<file path="src/design/cdda_pkg.sv">
package cdda_pkg;

	// one CD-DA sector is 2352 bytes, four bytes per word
	localparam int SECTOR_WORDS = 2352 / 4;

	// ring holds two sectors, rounded up to a power of two
	localparam int BUFFER_WIDTH = $clog2(2 * SECTOR_WORDS);
	localparam int BUFFER_WORDS = 2 ** BUFFER_WIDTH;

	localparam int SAMPLE_RATE = 44100; // Hz

	// one stereo pair as it comes from the drive
	// raw on the write side and in the ring, stereo from the read side on
	typedef union packed {
		logic [31:0] raw;
		struct packed {
			logic signed [15:0] right; // high half
			logic signed [15:0] left;  // low half
		} stereo;
	} cdda_word_t;

endpackage

</file>
<file path="src/design/cdda_audio_out.sv">
`timescale 1ns/1ps

module cdda_audio_out #(
	parameter int CLK_AUDIO_RATE = 24_576_000
) (
	input  logic                 CLK_AUDIO,
	input  logic                 rst,
	input  cdda_pkg::cdda_word_t pair_audio,
	input  logic [3:0]           volume_l,
	input  logic [3:0]           volume_r,
	output logic                 sample_clk,
	output logic                 audio_ce,
	output logic signed [15:0]   audio_l,
	output logic signed [15:0]   audio_r
);

	// sample_clk toggles, so step by twice the sample rate
	localparam logic [31:0] ACC_STEP = 32'(2 * cdda_pkg::SAMPLE_RATE);
	localparam logic [31:0] ACC_WRAP = 32'(CLK_AUDIO_RATE);

	logic [31:0] acc;
	logic [31:0] acc_next;
	logic        sample_clk_d;
	logic        sample_rise;
	logic [3:0]  shift_l;
	logic [3:0]  shift_r;

	assign acc_next    = acc + ACC_STEP;
	assign sample_rise = sample_clk & ~sample_clk_d;

	// volume 15 passes the sample unchanged
	assign shift_l = 4'd15 - volume_l;
	assign shift_r = 4'd15 - volume_r;

	always_ff @(posedge CLK_AUDIO) begin
		if (rst) begin
			acc        <= '0;
			sample_clk <= 1'b0;
		end else if (acc_next >= ACC_WRAP) begin
			acc        <= acc_next - ACC_WRAP;
			sample_clk <= ~sample_clk;
		end else begin
			acc <= acc_next;
		end
	end

	always_ff @(posedge CLK_AUDIO) begin
		if (rst) begin
			sample_clk_d <= 1'b0;
			audio_ce     <= 1'b0;
		end else begin
			sample_clk_d <= sample_clk;
			audio_ce     <= sample_rise; // one cycle per sample
		end
	end

	// held until the next sample
	always_ff @(posedge CLK_AUDIO) begin
		if (sample_rise) begin
			audio_l <= pair_audio.stereo.left >>> shift_l;
			audio_r <= pair_audio.stereo.right >>> shift_r;
		end
	end

endmodule

</file>
<file path="config.mk">
export PLATFORM = sky130hd
export DESIGN_NAME = cdda_audio_out
export DESIGN_NICKNAME = d
export VERILOG_FILES = /design/src/design/cdda_pkg.sv /design/src/design/cdda_audio_out.sv
export SDC_FILE = /design/constraint.sdc
export NUM_CORES = 1
export LEC_CHECK = 0
export BUFFER_PORTS_ARGS = -buffer_cell sky130_fd_sc_hd__buf_2
export CORE_ASPECT_RATIO = 0.6
export CORE_MARGIN = 3
export CORE_UTILIZATION = 45
export CTS_CLUSTER_SIZE = 8
export DETAILED_ROUTE_END_ITERATION = 8
export MAX_ROUTING_LAYER = met4
export PLACE_DENSITY = 0.73
export SYNTH_ARGS = -nofsm -noshare
export SYNTH_HDL_FRONTEND = slang
export SYNTH_SLANG_ARGS = --single-unit
</file>
<file path="constraint.sdc">
create_clock -name CLK_AUDIO -period 2.98 [get_ports CLK_AUDIO]
set_input_delay 0.149 -clock CLK_AUDIO [delete_from_list [all_inputs] [get_ports CLK_AUDIO]]
set_output_delay 0.149 -clock CLK_AUDIO [all_outputs]
set_load 0.01 [all_outputs]
</file>
==> Word-level counts from Yosys, hierarchy flattened <==
Index checks and enable logic that the tools add are counted.
Widths: inputs -> output; s select.
{ "totals": {"register_bits": 67, "memories": 0, "wordCells": 17, "out_inout_bits": 34, "ramBits": 0, "in_bits": 42, "rom_bits": 0, "latchBits": 0} }
{ "op_classes": {"div_mod_pow": 0, "shift": 2, "multipliers": 0, "n_reduce_logical": 0, "muxes": 1, "addsub": 4, "n_bitwise": 3, "order_cmp": 1, "eq_ne": 0} }
{ "ops": {"columns": ["operator", "n"], "rows": [
  ["$add 32x17->32 const B", 1],
  ["$ge 32x25->1 const B", 1],
  ["$mux 32", 1],
  ["$sshr 16x4->16", 2],
  ["$sub 32x25->32 const B", 1],
  ["$sub 4x4->4 const A", 2],
  ["$not 1->1", 2],
  ["$and 1x1->1", 1]
]} }

==> Depth between registers and ports, before layout <==
Gate-level depths: netlist of run 1.
{ "depth": {"ltp_word": 3, "depth_mapped": 12, "mapped_depth_nobuf": 11} }

==> Worst setup path after synthesis of run 1 <==
No wires, ideal clock.
{ "synth_timing": {"kind": "register -> register", "from": "reg acc[3]", "to": "reg acc[21]", "setup_time_ns": 0.121, "required_ns": 2.859, "stages_incl_launch_ff": 13, "setup_slack_ns": -0.051, "t_arrival_ns": 2.911, "synth_period_minus_slack_ns": 3.031, "path_cell_list": "dfxtp_1 > ha_1 > a31oi_1 > or4_4 > buf_6 > and2_4 > xnor2_1 > ha_1 > a21o_1 > a211oi_2 > o31ai_4 > a22oi_1 > mux2_2"} }
{ "synth_via": {"elab_chain_len": 3} }
{ "synth_rtl": {"columns": ["item", "line_no", "rtl"], "rows": [
  ["from (decl)", "cdda_audio_out.sv:21", "logic [31:0] acc;"],
  ["from (signal assigned)", "cdda_audio_out.sv:40", "acc <= acc_next - ACC_WRAP;"],
  ["from (signal assigned)", "cdda_audio_out.sv:43", "acc <= acc_next;"],
  ["$add 32x17->32 (*)", "cdda_audio_out.sv:28", "assign acc_next = acc + ACC_STEP;"],
  ["$sub 32x25->32 or $ge 32x25->1 (tied branches)", "cdda_audio_out.sv:40, cdda_audio_out.sv:39", null],
  ["$mux 32 (*)", "cdda_audio_out.sv:39", "end else if (acc_next >= ACC_WRAP) begin"]
]} }
Mark *: on every way between the ends. The rest lies on a longest branch, timed or not.
A chain may end at the register's enable or synchronous reset.

==> Worst setup path in the final report of run 1 <==
Same ends and word-level chain as after synthesis.

==> flow_metrics.tcl, run 1 <==
set metrics [dict create \
    status "finished, violations left" \
    failed_checks "negative setup slack" \
    clkTransAtPathRegs_ns 0.06 \
    worst_pin_slew_ns 1.02 \
    gp_congestion 0.925 \
    yosysSeqAreaShare_pct 36.4 \
    clock_sinks 64 \
    endpoint_kind "flop" \
    ff2ff_setup_slack_ns -0.06 \
    drt-initial-drc-count 497 \
    die_area_um2 11000 \
    antenna_found_initial 0 \
    yosys.area.top_type_share_pct 21.8 \
    critPathLaunchType "flop" \
    syn-mean-instance-area_um2 9.33 \
    area_growth_pct 27.3 \
    dpl.cell_count 684 \
    die_h_um 82.6 \
    power_density_nw_per_um2 805 \
    grt_pass1_wl_mm 19.2 \
    routed_wl_mm 12.5 \
    hold_buffers 0 \
    synthTopCellsByCount "mux2i_1, nand2_1, nor2_1, a21oi_1" \
    ys_types 62 \
    grt_pass1_vias 3801 \
    ios 76 \
    rsz0062_at_grt "yes" \
    worstSetupPathType "reg -> reg" \
    synthesis.area_um2 4400 \
    synthCells 472 \
    htreeDepth 3 \
    cp_data_arrival_time_ns 3.26 \
    route.detailed.drc 0 \
    synth_edf_count 32 \
    drive_above_1_share_pct 33.2 \
    groute.usage.overall_pct 22.8 \
    drt-vias-per-instance 5.84 \
    finalSetupViolations 1 \
    ys_top_cells_by_area "edfxtp_1, dfxtp_1, mux2i_1" \
    n_antenna_cell 0 \
    fill_cells 798 \
    port_buffers 75 \
    synth.largest_area_cell "edfxtp_1" \
    drtAntennaViolNets 0 \
    vias 4103 \
    synthArstFlopShare_pct 0 \
    slew_violations 0 \
    drv_cap 0 \
    crit_required_ns 3.20 \
    hold_viol 0 \
    nets 612 \
    finalClockSkew_ns 0.00897 \
    ir_drop_mv 0.375 \
    worstPathMaxFanout 8 \
    fin_crit_sh_pct 102 \
    insertion_delay_ns 0.34 \
    initial_core_util_pct 47.1 \
    min-delay-path-class "in -> reg" \
    ys.flop_type "edfxtp_1" \
    core_region_area_um2 9360 \
    setup_ws_ns -0.0580 \
    cts_buffers 9 \
    yosys.cell_count.top_type "mux2i_1" \
    period_minus_slack_ns 3.04 \
    clockRootBuffer "clkbuf_16" \
    fmax_mhz 329 \
    final_util_pct 59.9 \
    dp_hpwl_mm 8.94 \
    power_leakage_uw 0.00233 \
    wl_per_cell_um 17.8 \
    grt_start_max_net_pins 34 \
    tritoncts "built" \
    relSlewSlack_pct 31.6 \
    num_rows 27 \
    grt.overflow.total 0 \
    firstDrtPassIters 5 \
    synth_warnings 0 \
    clockBufferDepth 2 \
    pre_cts_slack_ns -0.0775 \
    synth_nets 516 \
    final_cells 703 \
    synth_seq_cells 64 \
    die_w_um 134 \
]
==> through the flow <==
stage / power, uW / TNS, ns / hold WS (ns) / area, um^2
finish: 4510 / -0.0580 / 0.172 / 5610
global route: 4750 / -0.520 / 0.169 / 5610
CTS: 4360 / 0 / 0.160 / 5480
detailed placement: 3170 / -0.204 / 0.516 / 5120
global placement: 3130 / 0 / 0.485 / 5120
floorplan: 2530 / 0 / 0.248 / 4420
==> kinds of logic (layout without fill, tap and decap cells) <==
kind of cell               Yosys count  in the layout  share of synthesized area (%)
and+or+nand+nor                    161            161                           19.0
adders and majority gates            2              2                          0.568
DFF                                 64             64                           36.4
AOI/OAI and AO/OA                  106            106                           15.7
buffers and inverters               35            136                           3.32
xor gates and xnor gates            35             35                           7.30
muxes                               69             69                           17.8
==> layer usage <==
layer	track usage (%)	wire length [um]	up-vias
met3	6.48	1010	15
met4	5.85	153	0
li1	-	-	1939
met2	33.4	5450	168
met1	31.3	5890	1981
met5	-	0	-
==> final timing paths <==
kind,end,startpoint,depth (start not counted)
setup / recovery,acc[21],acc[3],12
hold reg to reg,sample_clk_d,sample_clk,1
setup reg to reg,acc[21],acc[3],12
hold / removal,audio_l[15],pair_audio[15],1
==> sequential cells by signal (all words and copies together), names as in the netlist <==
signal / count
audio_ce: 1
audio_r: 16
audio_l: 16
acc: 29
sample_clk: 1
sample_clk_d: 1
==> what timing repair did <==
| item | in CTS | in global routing |
|---|---|---|
| resized for setup | 6 | 23 |
| pin swaps | 0 | 5 |
| endpoints found under the setup margin | 6 | 16 |
| buffers inserted | 0 | 3 |
==> power breakdown <==
part | switching, uW | internal [uW] | leakage (uW)
logic | 1070 | 893 | 0.00161
clock network | 395 | 750 | 0.000157
registers | 190 | 1210 | 0.000567
total | 1660 | 2860 | 0.00233
==> layout make-up <==
type / instances / area (um^2) / area share (%)
Clock buffer: 13 / 283 / 5.04
Timing Repair Buffer: 116 / 687 / 12.3
Inverter: 4 / 15.0 / 0.268
Sequential cell: 64 / 1610 / 28.8
Multi-Input combinational cell: 373 / 2800 / 50.0
Tap cell: 130 / 163 / 2.90
Clock inverter: 3 / 43.8 / 0.781
==> cell usage in the layout, fill, tap and decap left out, types with 5 or more instances in the layout <==
| cell | n |
|---|---|
| buf_4 | 40 |
| or3_1 | 5 |
| o21ai_0 | 23 |
| nand2_1 | 40 |
| a21oi_1 | 33 |
| and4_1 | 5 |
| clkbuf_16 | 11 |
| xor2_1 | 11 |
| mux4_2 | 6 |
| mux2i_1 | 50 |
| nor2_1 | 40 |
| edfxtp_1 | 32 |
| xnor2_1 | 20 |
| and3_1 | 8 |
| nand3_1 | 16 |
| a31oi_1 | 5 |
| buf_2 | 75 |
| mux2_2 | 13 |
| dfxtp_1 | 28 |
| nor2b_1 | 9 |
| nand4_1 | 5 |
==> worst max-delay path, stage by stage (launching register included) <==
cell and delay (ns):
dfxtp_4 0.38, ha_4 0.16, a31oi_4 0.09, or4_4 0.56, and2_4 0.22, xnor2_4 0.14, ha_2 0.19, a21o_1 0.19
a211oi_4 0.21, buf_4 0.16, o31ai_4 0.07, a22oi_1 0.19, mux2_2 0.37
(Power assumes the default switching activity.)
==> run 2, diff against run 1 <==
--- a/config.mk
+++ b/config.mk
@@ -12,7 +12,7 @@
 export CTS_CLUSTER_SIZE = 8
 export DETAILED_ROUTE_END_ITERATION = 8
 export MAX_ROUTING_LAYER = met4
-export PLACE_DENSITY = 0.73
+export PLACE_DENSITY = 0.69
 export SYNTH_ARGS = -nofsm -noshare
 export SYNTH_HDL_FRONTEND = slang
 export SYNTH_SLANG_ARGS = --single-unit
==> run 2 against run 1 <==
The flow still finishes with violations (negative setup slack). Via count down 1.9%. Sequential power about the same. Sequential share of layout area about the same. First-iteration DRC count down 38%. Global-route usage down 0.56 points. Cell count up 0.14%. Combinational power down 5%. Critical path depth down 2. Wire length down 4.7%. Cell area about the same.
==> flow_metrics.tcl, run 2 (same netlist as run 1, synthesis figures left out) <==
set metrics [dict create \
    status "finished, violations left" \
    failed_checks "negative setup slack" \
    area_growth_pct 27.3 \
    route.detailed.drc 0 \
    dp_hpwl_mm 9.00 \
    routed_wl_mm 11.9 \
    final_cell_mix "buf_2, mux2i_1, buf_4, nor2_1, nand2_1" \
    cts_buffers 9 \
    vias 4023 \
    nets 613 \
    die_area_um2 11000 \
    reg.largest.list "acc: 29 flops, audio_l: 16 flops, audio_r: 16 flops" \
    slew_violations 0 \
    period_minus_slack_ns 2.99 \
    fin_crit_sh_pct 100 \
    firstDrtPassIters 5 \
    antenna_found_initial 0 \
    power_leakage_uw 0.00235 \
    core_region_area_um2 9360 \
    num_rows 27 \
    fmax_mhz 335 \
    regMostFlops "acc" \
    cp_cell_sequence "ha_4 > a31oi_4 > or4_4 > and2_4 > and4b_2 > xor2_4 > a211oi_4 > o31a_4 > or3_1 > a21oi_2" \
    finalClockSkew_ns 0.00351 \
    setup_ws_ns -0.00550 \
    netSwitchingFraction_pct 35.7 \
    clockBufferDepth 2 \
    grt_pass1_wl_mm 18.8 \
    pre_cts_slack_ns 0.00238 \
    final_util_pct 59.9 \
    relSlewSlack_pct 62.9 \
    crit_required_ns 3.24 \
    worst_path_largest_cell_delay_ns 0.54 \
    internal-power_uw 2900 \
    die_w_um 134 \
    hold_depth 1 \
    cp_data_arrival_time_ns 3.24 \
    insertion_delay_ns 0.33 \
    min-delay-path-class "in -> reg" \
    power_density_nw_per_um2 806 \
    drv_cap 0 \
    hold_viol 0 \
    ff_latch_area_um2 1610 \
    clockRootBuffer "clkbuf_16" \
    initial_core_util_pct 47.1 \
    hold_buffers 0 \
    wl_per_cell_um 16.9 \
    tritoncts "built" \
    critPathLaunchType "flop" \
    cpMaxStageDelayCell "or4_4" \
    worst_pin_slew_ns 0.556 \
    drt-vias-per-instance 5.71 \
    drive_above_1_share_pct 33.1 \
    grt_start_max_net_pins 33 \
    n_antenna_cell 0 \
    finalSetupViolations 1 \
    groute.usage.overall_pct 22.3 \
    switchingPower_uw 1610 \
    worstPathMaxFanout 8 \
    drtAntennaViolNets 0 \
    largest_reg_flops 29 \
    endpoint_kind "flop" \
    ff2ff_path_depth 10 \
    rsz0062_at_grt "yes" \
    grt_pass1_vias 3722 \
    drt-initial-drc-count 307 \
    fill_cells 833 \
    final_cells 704 \
    power_frac_comb_pct 41.7 \
    worstSetupPathType "reg -> reg" \
    ios 76 \
    dpl.cell_count 686 \
    gp_congestion 0.936 \
    p_seq_share_pct 31.1 \
    grt.overflow.total 0 \
    clkTransAtPathRegs_ns 0.06 \
    clock_sinks 64 \
    port_buffers 75 \
    htreeDepth 3 \
    ir_drop_mv 0.339 \
    power.share.clock_pct 27.3 \
    mostFrequentLayoutCell "buf_2" \
    die_h_um 82.6 \
    multiInputGateArea_um2 2780 \
]
run 2: power groups by stage:
stage / clock network [uW] / registers [uW] / logic [uW]
5_1_grt: 1300 / 1430 / 2050
4_1_cts: 1260 / 1390 / 1790
6_report: 1230 / 1400 / 1880
2_1_floorplan: 0 / 1420 / 1120
3_5_place_dp: 0 / 1410 / 1780
3_3_place_gp: 0 / 1400 / 1750
run 2: routing by layer:
metal  global-route usage [%]  vias up  wire, um
met5                        -        -         0
met2                     31.2      167      4890
met4                     3.80        0        66
li1                         -     1951         -
met3                     5.81        9       945
met1                     32.6     1896      6010
run 2: critical path, delay by kind of cell, from the launching register on:
kind            cells  cell delay [ns]
simple gates        4             1.53
compound gates      4             0.64
flops               1             0.37
xor+xnor            1             0.22
fa+ha+maj           1             0.15
run 2: repair_timing:
action	in CTS	in global routing
endpoints found under the setup margin	3	17
gates resized for setup	1	23
pin swaps	0	10
endpoints found under the hold margin	0	0
buffers inserted	0	2
run 2: stage by stage:
step | area [um^2] | setup TNS (ns) | power [uW] | hold WS, ns
floorplan | 4420 | 0 | 2530 | 0.248
global placement | 5130 | 0 | 3160 | 0.484
detailed placement | 5130 | 0 | 3180 | 0.495
CTS | 5490 | 0 | 4440 | 0.151
global route | 5610 | -0.485 | 4790 | 0.160
finish | 5610 | -0.00550 | 4520 | 0.162
run 2: layout make-up:
class	count	share of cell area [%]
clock buffers	9	4.02
clock inverters	7	2.23
inverters	4	0.268
multi-input cells	373	49.5
flip-flops and latches	64	28.8
well taps	130	2.90
repair buffers	117	12.3
run 2: worst paths after layout:
| path | start | to | slack, ns |
|---|---|---|---|
| worst min-delay path | pair_audio[31] | audio_r[15] | 0.16 |
| worst min register to register | sample_clk | sample_clk_d | 0.51 |
| worst max-delay path | acc[4] | acc[28] | -0.005 |
| worst max register to register | acc[4] | acc[28] | -0.005 |
==> run 3, diff against run 2 <==
--- a/config.mk
+++ b/config.mk
@@ -13,6 +13,7 @@
 export DETAILED_ROUTE_END_ITERATION = 8
 export MAX_ROUTING_LAYER = met4
 export PLACE_DENSITY = 0.69
+export SETUP_SLACK_MARGIN = 0.1
 export SYNTH_ARGS = -nofsm -noshare
 export SYNTH_HDL_FRONTEND = slang
 export SYNTH_SLANG_ARGS = --single-unit
==> run 3 against run 2 <==
Critical path type unchanged. Sequential cell count is the same. Cell count grew 0.71%. Cell area increased by 2.7%. Maximum frequency grew 1.7%. Clock power down 6%. Worst setup slack better by 0.049 ns. Critical path depth decreased by 1. Sequential share of layout area shrank 0.68 points. Non-clock buffer count grew 5. The run now ends clean. Largest cell class unchanged.
==> flow_metrics.tcl, run 3 (same netlist as run 1, synthesis figures left out) <==
set metrics [dict create \
    status "complete, no violations" \
    pre_cts_slack_ns -0.00408 \
    regMostFlops "acc" \
    htreeDepth 3 \
    die_h_um 82.6 \
    endpoint_kind "flop" \
    routed_wl_mm 11.9 \
    fin_crit_sh_pct 98.6 \
    dp_hpwl_mm 8.44 \
    n_antenna_cell 0 \
    finalClockSkew_ns 0.00538 \
    firstDrtPassIters 5 \
    drv_cap 0 \
    dpl.cell_count 677 \
    grt_pass1_vias 3630 \
    placement.cell_area_um2 5100 \
    final_cell_mix "buf_2, mux2i_1, buf_4, nor2_1, nand2_1" \
    mostFrequentLayoutCell "buf_2" \
    hold_viol 0 \
    critPathLaunchType "flop" \
    grt.overflow.total 0 \
    switchingPower_uw 1650 \
    largest_reg_flops 29 \
    wl_per_cell_um 16.9 \
    clockBufferDepth 2 \
    die_area_um2 11000 \
    min-delay-path-class "in -> reg" \
    slew_violations 0 \
    rsz0062_at_grt "yes" \
    die_w_um 134 \
    tns_ns 0 \
    grt_pass1_wl_mm 18.9 \
    ff2ff_setup_slack_ns 0.04 \
    grt_start_max_net_pins 34 \
    power_leakage_uw 0.00240 \
    netSwitchingFraction_pct 36.3 \
    route.detailed.drc 0 \
    antenna_found_initial 0 \
    ir_drop_mv 0.325 \
    power.share.clock_pct 25.6 \
    internal-power_uw 2890 \
    ios 76 \
    relSlewSlack_pct 64.5 \
    gp_congestion 0.954 \
    core_region_area_um2 9360 \
    power_density_nw_per_um2 789 \
    cts_buffers 9 \
    period_minus_slack_ns 2.94 \
    initial_core_util_pct 47.1 \
    drt-vias-per-instance 5.75 \
    clkTransAtPathRegs_ns 0.06 \
    power_frac_comb_pct 43.9 \
    worstPathMaxFanout 8 \
    setup_ws_ns 0.0432 \
    num_rows 27 \
    post-route-cell-area_um2 5760 \
    fmax_mhz 341 \
    finalSetupViolations 0 \
    clock_sinks 64 \
    groute.usage.overall_pct 22.4 \
    worstSetupPathType "reg -> reg" \
    cp_data_arrival_time_ns 3.20 \
    drt-initial-drc-count 292 \
    p_seq_share_pct 30.5 \
    reg.largest.list "acc: 29 flops, audio_l: 16 flops, audio_r: 16 flops" \
    drtAntennaViolNets 0 \
    port_buffers 75 \
    worst_pin_slew_ns 0.532 \
    clockRootBuffer "clkbuf_16" \
    vias 4075 \
    tritoncts "built" \
    nets 618 \
    drive_above_1_share_pct 36.1 \
    final_cells 709 \
    hold_buffers 0 \
    insertion_delay_ns 0.33 \
    crit_required_ns 3.24 \
    area_growth_pct 30.7 \
]
-- run 3: cell count changes in the layout (fill, tap and decap cells not counted), moves of 2 or more --
| cell | delta |
|---|---|
| a211oi_1 | -3 |
| a211oi_2 | +3 |
| buf_6 | +3 |
| inv_6 | -3 |
| a21oi_2 | -2 |
| a31oi_1 | -2 |
| and4b_2 | -2 |
| and4b_4 | +2 |
| buf_4 | +2 |
| clkbuf_8 | +2 |
| clkinv_2 | +2 |
| or3_1 | +2 |
| or3_4 | -2 |
-- run 3: what timing repair did --
action	CTS	global route
setup endpoints to repair	12	15
pin swaps	3	14
buffers inserted	8	8
resized for setup	19	26
-- run 3: stage by stage --
stage               util (%)  hold WS (ns)  power, uW
floorplan                  -         0.248       2550
CTS                     59.5         0.159       4350
finish                  61.5         0.181       4540
global route            61.5         0.183       4800
detailed placement      54.5         0.502       3090
global placement        54.5         0.493       3060
-- run 3: metal layers --
metal | track usage (%) | wire length (um) | vias to the layer above
li1 | - | - | 1961
met1 | 32.0 | 5580 | 1909
met2 | 31.8 | 5130 | 187
met3 | 4.60 | 1070 | 18
met4 | 6.88 | 157 | 0
met5 | - | 0 | -
-- run 3: worst paths after layout --
kind,startpoint,cells past startpoint,to
hold / removal,pair_audio[15],1,audio_l[15]
setup reg to reg,acc[12],9,acc[28]
setup / recovery,acc[12],9,acc[28]
hold reg to reg,sample_clk,1,sample_clk_d
-- run 3: power groups by stage --
stage | Sequential [uW] | Clock [uW] | Combinational, uW
final | 1390 | 1160 | 1990
after global routing | 1410 | 1220 | 2170
after floorplan | 1420 | 0 | 1130
after CTS | 1370 | 1180 | 1790
after detailed placement | 1380 | 0 | 1700
after global placement | 1380 | 0 | 1670
-- run 3: final cells by class --
| cell class | instances | area [um^2] |
|---|---|---|
| fill | 769 | 3600 |
| multi-input combinational | 373 | 2890 |
| sequential | 64 | 1620 |
| timing repair buffer | 122 | 739 |
| clock buffer | 11 | 253 |
| tap | 130 | 163 |
| clock inverter | 5 | 78.8 |
| inverter | 4 | 15.0 |
-- run 3: worst max-delay path: stages (launching register included) --
cell	delay, ns
dfxtp_4	0.36
nand2b_4	0.14
or4_4	0.58
and2_4	0.21
and4b_4	0.39
xor2_4	0.22
a211oi_4	0.07
o31a_4	0.38
or3_1	0.37
a21oi_1	0.14
